==> src/verilog/roic_readout_defines.svh <==
`ifndef ROIC_READOUT_DEFINES_SVH
`define ROIC_READOUT_DEFINES_SVH

// ==================================================
// ROIC geometry
// ==================================================

// Channels read per line, in order 0 to 11
`define ROIC_NUM_CH        12
// Words taken from each channel per line
`define ROIC_WORDS_PER_CH  128
// Word counter width, covers 0..127
`define ROIC_WORD_CNT_W    7
// One sample on the A or B bus
`define ROIC_DATA_W        24

// ==================================================
// Frame timing
// ==================================================

// Line count and lines_per_frame width
`define LINE_CNT_W         16
// Idle cycles between lines
`define HSYNC_GAP          6
// Idle cycles after the last line of a frame
`define VSYNC_GAP          16

`endif

==> src/verilog/roic_readout_pkg.sv <==
`include "roic_readout_defines.svh"

package roic_readout_pkg;

    // Frame sequencer states
    typedef enum logic [1:0] {
        FS_IDLE      = 2'd0,
        FS_LINE      = 2'd1,
        FS_LINE_GAP  = 2'd2,
        FS_FRAME_GAP = 2'd3
    } frame_state_e;

    // Frame opcode, latched on each accepted start
    typedef enum logic {
        FRAME_IMAGE = 1'b0,
        FRAME_DUMMY = 1'b1
    } frame_kind_e;

    // One ROIC sample
    typedef logic [`ROIC_DATA_W-1:0] roic_word_t;

endpackage

==> src/verilog/channel_data_mux.sv <==
`timescale 1ns/1ps
`include "roic_readout_defines.svh"

module channel_data_mux (
    input  logic                          eim_clk,
    input  logic                          eim_rst,
    input  logic [`ROIC_NUM_CH-1:0]       ch_sel,
    input  logic                          word_step,
    input  roic_readout_pkg::frame_kind_e frame_kind,
    input  logic                          last_line,
    input  logic                          line_done,
    input  roic_readout_pkg::roic_word_t  roic_data_a [`ROIC_NUM_CH],
    input  roic_readout_pkg::roic_word_t  roic_data_b [`ROIC_NUM_CH],
    output logic [`ROIC_NUM_CH-1:0]       data_req,
    output logic                          data_valid,
    output roic_readout_pkg::roic_word_t  data_out_a,
    output roic_readout_pkg::roic_word_t  data_out_b,
    output logic                          frame_start,
    output logic                          tlast
);

    logic                         s1_valid;
    logic                         s1_last;
    logic                         s1_dummy;
    logic [`ROIC_NUM_CH-1:0]      s1_sel;
    logic                         first_word;
    roic_readout_pkg::roic_word_t sel_a;
    roic_readout_pkg::roic_word_t sel_b;

    // Requests only for image frames, dummy frames leave memories alone
    assign data_req = (word_step && frame_kind == roic_readout_pkg::FRAME_IMAGE) ?
                      ch_sel : '0;

    // ==================================================
    // Stage 1, waits for memory return
    // ==================================================

    always_ff @(posedge eim_clk or posedge eim_rst) begin
        if (eim_rst) begin
            s1_valid <= 1'b0;
            s1_last  <= 1'b0;
        end else begin
            s1_valid <= word_step;
            s1_last  <= line_done && last_line;
        end
    end

    // Channel and kind follow the step
    always_ff @(posedge eim_clk) begin
        s1_sel   <= ch_sel;
        s1_dummy <= (frame_kind == roic_readout_pkg::FRAME_DUMMY);
    end

    // One-hot select of the returned samples
    always_comb begin
        sel_a = '0;
        sel_b = '0;
        for (int i = 0; i < `ROIC_NUM_CH; i++) begin
            if (s1_sel[i]) begin
                sel_a = sel_a | roic_data_a[i];
                sel_b = sel_b | roic_data_b[i];
            end
        end
    end

    // ==================================================
    // Stage 2, output stream
    // ==================================================

    always_ff @(posedge eim_clk or posedge eim_rst) begin
        if (eim_rst) begin
            data_valid  <= 1'b0;
            frame_start <= 1'b0;
            tlast       <= 1'b0;
            first_word  <= 1'b1;
        end else begin
            data_valid  <= s1_valid;
            frame_start <= s1_valid && first_word;
            tlast       <= s1_valid && s1_last;
            // Rearm after the last word of a frame
            if (s1_valid) begin
                first_word <= s1_last;
            end
        end
    end

    // Zero words while flushing the sensor
    always_ff @(posedge eim_clk) begin
        if (s1_valid) begin
            data_out_a <= s1_dummy ? '0 : sel_a;
            data_out_b <= s1_dummy ? '0 : sel_b;
        end
    end

    // Fixed two-cycle latency from step to output
    a_valid_latency: assert property (@(posedge eim_clk) disable iff (eim_rst)
        data_valid |-> $past(word_step, 2));

endmodule

==> src/verilog/channel_sequencer.sv <==
`timescale 1ns/1ps
`include "roic_readout_defines.svh"

module channel_sequencer (
    input  logic                    eim_clk,
    input  logic                    eim_rst,
    input  logic                    line_go,
    input  logic                    tready,
    output logic [`ROIC_NUM_CH-1:0] ch_sel,
    output logic                    word_step,
    output logic                    line_done
);

    logic [`ROIC_WORD_CNT_W-1:0] word_cnt;
    logic                        last_word;

    // ==================================================
    // Step and end-of-line decode
    // ==================================================

    // One word per cycle while a channel is active and the sink is ready
    assign word_step = (|ch_sel) && tready;

    // Final word of the current channel
    assign last_word = (word_cnt == `ROIC_WORD_CNT_W'(`ROIC_WORDS_PER_CH - 1));

    // Final word of channel 11 ends the line
    assign line_done = word_step && last_word && ch_sel[`ROIC_NUM_CH-1];

    // ==================================================
    // Channel walk
    // ==================================================

    always_ff @(posedge eim_clk or posedge eim_rst) begin
        if (eim_rst) begin
            ch_sel   <= '0;
            word_cnt <= '0;
        end else if (line_go) begin
            // Every line starts at channel 0
            ch_sel   <= `ROIC_NUM_CH'(1);
            word_cnt <= '0;
        end else if (word_step) begin
            if (last_word) begin
                word_cnt <= '0;
                // Shift out of the top bit leaves zero after channel 11
                ch_sel   <= ch_sel << 1;
            end else begin
                word_cnt <= word_cnt + 1'b1;
            end
        end
    end

    // At most one channel memory addressed at any time
    a_ch_sel_onehot: assert property (@(posedge eim_clk) disable iff (eim_rst)
        $onehot0(ch_sel));

endmodule

==> src/verilog/readout_ctrl.sv <==
`timescale 1ns/1ps
`include "roic_readout_defines.svh"

module readout_ctrl (
    input  logic                          eim_clk,
    input  logic                          eim_rst,
    input  logic                          read_start,
    input  logic                          dummy_get_image,
    input  logic [`LINE_CNT_W-1:0]        lines_per_frame,
    input  logic                          line_done,
    output logic                          line_go,
    output logic                          last_line,
    output roic_readout_pkg::frame_kind_e frame_kind,
    output logic                          exist_get_image
);

    // Gap timer must hold VSYNC_GAP - 1
    localparam int GAP_W = $clog2(`VSYNC_GAP + 1);

    roic_readout_pkg::frame_state_e state;
    logic [`LINE_CNT_W-1:0]         line_cnt;
    logic [GAP_W-1:0]               gap_cnt;
    logic                           dummy_q;
    logic                           dummy_rise;
    logic                           start_any;

    // ==================================================
    // Start detection
    // ==================================================

    // Dummy request is a level, only its rising edge counts
    always_ff @(posedge eim_clk or posedge eim_rst) begin
        if (eim_rst) begin
            dummy_q <= 1'b0;
        end else begin
            dummy_q <= dummy_get_image;
        end
    end

    assign dummy_rise = dummy_get_image && !dummy_q;
    assign start_any  = read_start || dummy_rise;

    // Final line of the frame, lines_per_frame is at least 1
    assign last_line = (state == roic_readout_pkg::FS_LINE) &&
                       (line_cnt == lines_per_frame - 1'b1);

    // ==================================================
    // Frame FSM, line counter, gap timer
    // ==================================================

    always_ff @(posedge eim_clk or posedge eim_rst) begin
        if (eim_rst) begin
            state           <= roic_readout_pkg::FS_IDLE;
            line_cnt        <= '0;
            gap_cnt         <= '0;
            line_go         <= 1'b0;
            frame_kind      <= roic_readout_pkg::FRAME_IMAGE;
            exist_get_image <= 1'b0;
        end else begin
            // Single-cycle pulse by default
            line_go <= 1'b0;
            case (state)
                roic_readout_pkg::FS_IDLE: begin
                    if (start_any) begin
                        state    <= roic_readout_pkg::FS_LINE;
                        line_go  <= 1'b1;
                        line_cnt <= '0;
                        // Image start wins over a dummy edge in the same cycle
                        if (read_start) begin
                            frame_kind      <= roic_readout_pkg::FRAME_IMAGE;
                            exist_get_image <= 1'b0;
                        end else begin
                            frame_kind      <= roic_readout_pkg::FRAME_DUMMY;
                            exist_get_image <= 1'b1;
                        end
                    end
                end
                roic_readout_pkg::FS_LINE: begin
                    if (line_done) begin
                        if (last_line) begin
                            state   <= roic_readout_pkg::FS_FRAME_GAP;
                            gap_cnt <= GAP_W'(`VSYNC_GAP - 1);
                        end else begin
                            state    <= roic_readout_pkg::FS_LINE_GAP;
                            gap_cnt  <= GAP_W'(`HSYNC_GAP - 1);
                            line_cnt <= line_cnt + 1'b1;
                        end
                    end
                end
                roic_readout_pkg::FS_LINE_GAP: begin
                    // Counts HSYNC_GAP cycles down to zero, then next line
                    if (gap_cnt == '0) begin
                        state   <= roic_readout_pkg::FS_LINE;
                        line_go <= 1'b1;
                    end else begin
                        gap_cnt <= gap_cnt - 1'b1;
                    end
                end
                default: begin
                    // Frame gap, dummy flag drops with the return to idle
                    if (gap_cnt == '0) begin
                        state           <= roic_readout_pkg::FS_IDLE;
                        exist_get_image <= 1'b0;
                    end else begin
                        gap_cnt <= gap_cnt - 1'b1;
                    end
                end
            endcase
        end
    end

    // Line start only follows an idle start or a finished line gap
    a_line_go_src: assert property (@(posedge eim_clk) disable iff (eim_rst)
        line_go |-> ($past(state) == roic_readout_pkg::FS_IDLE) ||
                    ($past(state) == roic_readout_pkg::FS_LINE_GAP && $past(gap_cnt) == '0));

    // Dummy flag never outlives its frame
    a_exist_idle: assert property (@(posedge eim_clk) disable iff (eim_rst)
        (state == roic_readout_pkg::FS_IDLE) |-> !exist_get_image);

endmodule

==> src/verilog/roic_readout_top.sv <==
`timescale 1ns/1ps
`include "roic_readout_defines.svh"

module roic_readout_top (
    input  logic                         eim_clk,
    input  logic                         eim_rst,
    input  logic                         read_start,
    input  logic                         dummy_get_image,
    input  logic [`LINE_CNT_W-1:0]       lines_per_frame,
    input  logic                         tready,
    input  roic_readout_pkg::roic_word_t roic_data_a [`ROIC_NUM_CH],
    input  roic_readout_pkg::roic_word_t roic_data_b [`ROIC_NUM_CH],
    output logic [`ROIC_NUM_CH-1:0]      data_req,
    output logic                         data_valid,
    output roic_readout_pkg::roic_word_t data_out_a,
    output roic_readout_pkg::roic_word_t data_out_b,
    output logic                         frame_start,
    output logic                         tlast,
    output logic                         exist_get_image
);

    // Control to datapath
    logic                          line_go;
    logic                          last_line;
    roic_readout_pkg::frame_kind_e frame_kind;

    // Sequencer to control and mux
    logic                          line_done;
    logic                          word_step;
    logic [`ROIC_NUM_CH-1:0]       ch_sel;

    // ==================================================
    // Frame control
    // ==================================================

    readout_ctrl u_ctrl (
        .eim_clk         (eim_clk),
        .eim_rst         (eim_rst),
        .read_start      (read_start),
        .dummy_get_image (dummy_get_image),
        .lines_per_frame (lines_per_frame),
        .line_done       (line_done),
        .line_go         (line_go),
        .last_line       (last_line),
        .frame_kind      (frame_kind),
        .exist_get_image (exist_get_image)
    );

    // Channel walk within a line
    channel_sequencer u_seq (
        .eim_clk   (eim_clk),
        .eim_rst   (eim_rst),
        .line_go   (line_go),
        .tready    (tready),
        .ch_sel    (ch_sel),
        .word_step (word_step),
        .line_done (line_done)
    );

    // ==================================================
    // Request gating and output stream
    // ==================================================

    channel_data_mux u_mux (
        .eim_clk     (eim_clk),
        .eim_rst     (eim_rst),
        .ch_sel      (ch_sel),
        .word_step   (word_step),
        .frame_kind  (frame_kind),
        .last_line   (last_line),
        .line_done   (line_done),
        .roic_data_a (roic_data_a),
        .roic_data_b (roic_data_b),
        .data_req    (data_req),
        .data_valid  (data_valid),
        .data_out_a  (data_out_a),
        .data_out_b  (data_out_b),
        .frame_start (frame_start),
        .tlast       (tlast)
    );

endmodule
==> config.mk <==
export PLATFORM = sky130hd
export DESIGN_NAME = roic_readout_top
export DESIGN_NICKNAME = d
export VERILOG_FILES = /design/src/verilog/roic_readout_pkg.sv /design/src/verilog/channel_data_mux.sv /design/src/verilog/channel_sequencer.sv /design/src/verilog/readout_ctrl.sv /design/src/verilog/roic_readout_top.sv
export VERILOG_INCLUDE_DIRS = /design/src /design/src/verilog
export SDC_FILE = /design/constraint.sdc
export NUM_CORES = 1
export LEC_CHECK = 0
export BUFFER_PORTS_ARGS = -buffer_cell sky130_fd_sc_hd__buf_2
export CORE_AREA = 2 2 259 261
export DETAILED_ROUTE_END_ITERATION = 10
export DIE_AREA = 0 0 261 263
export GPL_TIMING_DRIVEN = 0
export PLACE_DENSITY = 0.4
export SETUP_SLACK_MARGIN = 0.02
export SLEW_MARGIN = 20
export SYNTH_ARGS = -nofsm -noshare
export SYNTH_HDL_FRONTEND = slang
export SYNTH_HIERARCHICAL = 1
export SYNTH_SLANG_ARGS = --single-unit
export TNS_END_PERCENT = 20
==> constraint.sdc <==
create_clock -name eim_clk -period 2.4 [get_ports eim_clk]
set_input_delay 0.48 -clock eim_clk [delete_from_list [all_inputs] [get_ports eim_clk]]
set_output_delay 0.48 -clock eim_clk [all_outputs]
set_load 0.02 [all_outputs]
Word level (Yosys, flattened, before mapping)
Cells that the tools add are included.
{ "totals": {"ff_bits": 113, "inputBits": 597, "wordCells": 135, "output_inout_bits": 64} }
{ "classes": {"eq_ne": 9, "n_addsub": 4, "n_mux": 52, "bitwise_logic": 25, "reduce_logical": 26} }
{ "ops": {"columns": ["op", "n"], "rows": [
  ["24-bit 2-to-1 mux", 24],
  ["24-bit bitwise OR", 22],
  ["12-bit 2-to-1 mux", 4],
  ["16-bit 2-to-1 mux", 3],
  ["16-bit case mux with 2 select lines", 1],
  ["7-bit 2-to-1 mux", 3],
  ["16-bit by 1-bit adder with 16-bit output, second input constant", 1],
  ["16-bit equality test", 1],
  ["16-bit by 1-bit subtractor with 16-bit output, second input constant", 1],
  ["12-bit OR reduction", 1],
  ["5-bit 2-to-1 mux", 2],
  ["5-bit case mux with 2 select lines", 1],
  ["1-bit logical AND", 9],
  ["2-bit 2-to-1 mux", 4],
  ["2-bit by 1-bit inequality test with 1-bit output, second input constant", 4],
  ["4-bit AND reduction", 2],
  ["2-bit nonzero test", 4],
  ["7-bit by 1-bit adder with 7-bit output, second input constant", 1],
  ["7-bit equality test, second input constant", 1],
  ["1-bit 2-to-1 mux", 6],
  ["2-bit case mux with 3 select lines", 1],
  ["3-bit AND reduction", 2],
  ["5-bit zero test", 1],
  ["5-bit by 1-bit subtractor with 5-bit output, second input constant", 1],
  ["12 further kinds", 16]
]} }

Depth between registers and ports, before layout
{ "logic_depth": {"ltp_word": 23, "depth_mapped": 11, "mapped_depth_nobuf": 11} }

By module
Netlist, hierarchy kept.
{ "modules_own_cells": {"columns": ["module", "cells_per_inst", "area_per_inst_um2", "instances", "seq_area_each_um2"], "rows": [
  ["channel_data_mux", 487, 5391.4, 1, 1853.0],
  ["readout_ctrl", 296, 2436.1, 1, 675.6],
  ["channel_sequencer", 90, 994.7, 1, 475.5]
]} }

Worst setup path after synthesis
No wires, ideal clock.
{ "synth_path": {"path_type": "input-to-reg", "startpoint": "input lines_per_frame[0]", "endpoint": "register u_ctrl.line_cnt[1]", "path_buffers": 0, "stages": 9, "required_time_ps": 2278, "path_slack_ps": -306, "arrival_time_ps": 2584, "setup_ps": 122, "path_cell_list": "inv_1 -> ha_1 -> or4b_4 -> or3b_1 -> o22ai_2 -> and4_1 -> nand4_4 -> o21a_4 -> a32o_1"} }
{ "synth_via": {"elab_chain_len": 5} }
{ "synth_lines": {"columns": ["item", "line", "source"], "rows": [
  ["start, declared", "roic_readout_top.sv:9", "input logic [`LINE_CNT_W-1:0] lines_per_frame,"],
  ["16-bit by 1-bit subtractor with 16-bit output", "readout_ctrl.sv:45", "(line_cnt == lines_per_frame - 1'b1);"],
  ["16-bit equality test", "readout_ctrl.sv:45", null],
  ["1-bit logical AND", "readout_ctrl.sv:44", "assign last_line = (state == roic_readout_pkg::FS_LINE) &&"],
  ["2-bit inequality test (no source line)", null, null],
  ["4-bit AND reduction (no source line)", null, null],
  ["end signal, assigned", "readout_ctrl.sv:86", "line_cnt <= line_cnt + 1'b1;"],
  ["end, declared", "readout_ctrl.sv:21", "logic [`LINE_CNT_W-1:0] line_cnt;"]
]} }
No other way between the ends.
A chain may end at the register's enable or synchronous reset.

Worst setup path in the final report
{ "layout_path": {"startpoint": "register u_seq.ch_sel[3]", "endpoint": "output data_req[2]"} }
{ "layout_via": {"elab_chain_len": 4} }
{ "layout_lines": {"columns": ["item", "line", "source"], "rows": [
  ["start, declared", "channel_sequencer.sv:9", "output logic [`ROIC_NUM_CH-1:0] ch_sel,"],
  ["start signal, assigned", "channel_sequencer.sv:40", "ch_sel <= `ROIC_NUM_CH'(1);"],
  ["start signal, assigned", "channel_sequencer.sv:46", "ch_sel <= ch_sel << 1;"],
  ["12-bit OR reduction", "channel_sequencer.sv:22", "assign word_step = (|ch_sel) && tready;"],
  ["1-bit logical AND", "channel_sequencer.sv:22", null],
  ["net word_step", "roic_readout_top.sv:29", "logic word_step;"],
  ["1-bit logical AND", "channel_data_mux.sv:31", "assign data_req = (word_step && frame_kind == roic_readout_pkg::FRAME_IMAGE) ?"],
  ["12-bit 2-to-1 mux", "channel_data_mux.sv:31", null],
  ["end, declared", "roic_readout_top.sv:13", "output logic [`ROIC_NUM_CH-1:0] data_req,"]
]} }
The timed path passes the listed nets, and every way through them passes these cells.

==> results.txt <==
The flow ran to the end, but the final reports show violations. The final reports fail on negative setup slack. The final routed wire length divided by cell count came out at 33.2 um. The synthesized design devotes to its leading area cell type 16.3% of total area. VDD sags by at most 0.421 mV.

The count of flip-flops with a built-in enable after synthesis is 48. Counting both buffers and inverters, the worst setup path holds a total of 4. The number of buffers inserted by port buffering came out at 660. Data on the critical path arrives at its endpoint at 2540 ps. The slack of the worst reg-to-reg path came out at -380 ps. Row generation in the floorplan step produced 94 rows. Sorting the synthesized cells by area gives the leading types as edfxtp_1 16%, a22o_1 15%, dfrtp_1 14%.

After synthesis the cells add up to 0.00882 mm2. The sequential cell area fraction in the yosys report is 34.1%. The number of global-route vias before repair came out at 12000. The cell depth of the worst setup path came out at 8. STA classifies the critical path endpoint as a primary output.

The average cell area after synthesis came out at 10.1 um2. The net count of the finished layout came out at 2172. The largest single stage delay on the critical path is 530 ps. The fraction of the cycle the final worst path needs came out at 126%. The fraction of layout cells with a size suffix above 1 is 55.4%. After routing the design area is 0.0142 mm2. The DRC violations left came out at 0.

The number of antenna violations at the first check in global routing was 16. In this run, the number of DRC markers left after iteration 0 of detailed routing was 849. The area growth from synthesis to layout is 61.5%. For the worst-skew pair, the clock arrives at the later sink with an insertion delay of 490 ps.

The placed instances occupy a cell area of 0.0133 mm2. The most numerous cell type found on the critical path is buf_6. The endpoint identified for the worst register-to-register timing path is u_ctrl/line_cnt[8]. Measured in cells, the most critical reg-to-reg path has a length of 11. The starting density of the core came out at 13.4%. The slowest stage of the critical path is the or4_4 cell. Routability-driven placement finished with a final weighted congestion of 0.985.

The worst-case hold slack came out at 144 ps. The first-pass GRT wire length came out at 105000 um. Summed over all instances, the cell type with the most area after synthesis is edfxtp_1. The critical path goes through or4_4, o31ai_4, buf_6, inv_8, nor2b_4, buf_8, and2_4, buf_6.

The most critical setup path has its endpoint at data_req[2]. The count of distinct cell types in the synthesized netlist is 80. The CTS tree is built. The worst path setup slack after routing is -622 ps. The most critical setup path has its startpoint at u_seq/ch_sel[3]. The largest net degree at the start of global routing is 39. The final routed wirelength across all metal layers came out at 81400 um. The Yosys step of the flow raised 6 warnings. The via count of the routed design is 11800. The core area is 0.0656 mm2.

The overall die width is 261 um. The kind of cell with the highest combined delay along the critical path is simple AND/OR/NAND/NOR gates. The clock root buffer master is clkbuf_16. The most used flip-flop cell after synthesis is dfrtp_1.

The required time at the worst-slack endpoint is 1920 ps. The total power density per cell area came out at 421 mW/mm2. CTS built an H-tree with a depth of 4. The fraction of registers with async set or reset after synthesis came out at 46.0%. The global router's overall resource usage is 22.9%.

During I/O placement, the number of pins put on the boundary was 661. The detailed-placement wirelength estimate came out at 63500 um. The number of failing setup endpoints in the final timing report came out at 33. The detailed-route vias per instance came out at 4.83. The tool flagged a number of max-cap violations equal to 0.

The TritonCTS buffer count came out at 17. Timing analysis after detailed placement gives a worst setup slack of -691 ps. The maximum root-to-sink buffer count is 2. The minimum clock period came out at 3020 ps. The overall overflow remaining after global route came out at 0. Synthesis produced a netlist with a net count of 1479. The critical-path maximum fanout came out at 5.

The max-slew headroom at the worst pin is 41.7%. CTS saw 113 sinks. The min-delay analysis places its worst path in the category primary input to register. The final number of hold-violating endpoints is 0.

The floorplan step defined a die boundary enclosing 0.0686 mm2. The die is 263 um tall. The startpoint identified for the worst register-to-register timing path is u_seq/ch_sel[3].

The iteration count of the initial detailed-routing pass is 5. The leakage power came out at 6.52 nW. Setup repair after global routing could not meet its margin everywhere. The slew at the pin closest to its max-slew limit is 875 ps. The maximum frequency from static timing analysis came out at 331 MHz. The element type at the critical path start is a register.

The path type of the worst setup path is register to primary output. The flip-flop and latch count after synthesis came out at 113. In this run the remaining antenna-violating nets after routing total 0. The clock-pin slew reported for the worst setup and hold paths after clock tree synthesis came out at 60 ps.

The max-slew violation count came out at 0. The number of instances in the synthesized netlist is 873. The setup skew after layout is 17.2 ps.
layer usage:
layer  track usage (%)  part of all wire, %  wire, um  vias to the layer above
li1                  -                    -         -                     5118
met1              27.0                   40     32600                     5973
met2              39.6                   50     40400                      636
met3              5.73                  7.0      5730                      112
met4              8.66                  3.2      2620                        4
met5                 0                0.028        23                        -
synth_stat cells (7+ instances only):
library cell  instances
buf_6                10
inv_1                16
a31oi_1              56
buf_2                38
ha_1                  9
nor2b_1              12
nand4_1               8
dfxtp_1              13
and2_1               21
dfrtp_1              51
or3_1                 8
nand2_1              44
a21oi_1              13
nand2b_1             16
o21ai_0              14
nor2_1               26
a221oi_2             39
mux2i_1              11
nand3_1              10
a221oi_1            105
o211ai_1             12
and3_1                7
xor2_1                9
edfxtp_1             48
a22o_1              148
clkbuf_1             29
nor3_1                9
kinds of logic (layout without fill, tap and decap cells):
group	after synthesis	after routing	share of synthesized area [%]
AO/OA/AOI/OAI	437	437	43.4
adder cells (fa/ha/maj)	9	9	1.28
buffers and inverters	98	804	5.90
multiplexers	13	13	1.50
AND/OR/NAND/NOR	188	188	12.1
XOR/XNOR	15	15	1.80
flip-flops	113	113	34.1
other	0	7	0
cells in the final DEF (no fill, tap or decap), types with 6 or more instances in the layout:
cell and count:
buf_2 678, a22o_1 148, a221oi_1 105, a31oi_1 56, dfrtp_1 48, edfxtp_1 48
nand2_1 41, a221oi_2 39, nor2_1 26, buf_4 23, buf_6 20, clkbuf_16 18
clkbuf_2 17, nand2b_1 16, o21ai_0 14, a21oi_1 13, inv_1 13, dfxtp_1 13
o211ai_1 12, and2_4 11, mux2i_1 11, nor2b_1 10, clkbuf_1 10, nand3_1 10
xor2_1 9, and2_1 9, or3_1 8, nand4_1 8, ha_1 8, diode_2 7
nor3_1 7, and3_1 7, inv_6 6
worst min-delay path by stage:
stage | startpoint | endpoint | slack (ps) | depth (start not counted)
5_1_grt | dummy_get_image | u_ctrl/dummy_q | 110 | 1
4_1_cts | dummy_get_image | u_ctrl/dummy_q | 90 | 1
3_5_place_dp | u_ctrl/frame_kind | u_mux/s1_dummy | 410 | 0
2_1_floorplan | eim_rst | u_mux/data_valid | 270 | 1
6_report | dummy_get_image | u_ctrl/dummy_q | 140 | 1
3_3_place_gp | u_seq/ch_sel[8] | u_mux/s1_sel[8] | 410 | 0
power by group:
group / internal, mW / switching [mW] / leakage, nW
clock: 1.41 / 1.21 / 0.286
sequential: 2.13 / 0.0683 / 1.24
combinational: 0.572 / 0.609 / 5.00
total: 4.11 / 1.89 / 6.52
stage by stage:
stage | cells | TNS [ps] | power [mW] | utilization [%]
floorplan | 873 | -2160 | 2.58 | -
CTS | 2440 | -9580 | 6.11 | 21.5
detailed placement | 2398 | -19350 | 3.37 | 20.2
finish | 2450 | -9380 | 6.00 | 21.7
global placement | 2397 | -49080 | 3.36 | 20.2
global route | 2447 | -12040 | 6.26 | 21.7
state kept, by name, summed over array words and instances, names as in the netlist, 2 cells and up:
register and cells:
u_ctrl/line_cnt 16, u_seq/word_cnt 7, u_seq/ch_sel 12, u_ctrl/gap_cnt 5, u_mux/data_out_b 24, u_ctrl/state 2, u_mux/data_out_a 24, u_mux/s1_sel 12
repair_timing:
item | CTS | global route
hold buffers | 1 | 0
endpoints found under the setup margin | 51 | 35
pin swaps | 9 | 8
cloned | 1 | 0
gates resized for setup | 65 | 19
endpoints found under the hold margin | 5 | 0
buffers inserted | 8 | 3
cell type report:
cell class | count | area, um2
Clock buffer | 18 | 450
Fill cell | 7339 | 51400
Timing Repair Buffer | 674 | 3510
Multi-Input combinational cell | 662 | 5460
Sequential cell | 113 | 3010
Inverter | 17 | 88.8
Clock inverter | 14 | 115
Antenna cell | 7 | 17.5
Tap cell | 864 | 1080
Buffer | 81 | 512
(Power assumes the default switching activity.)
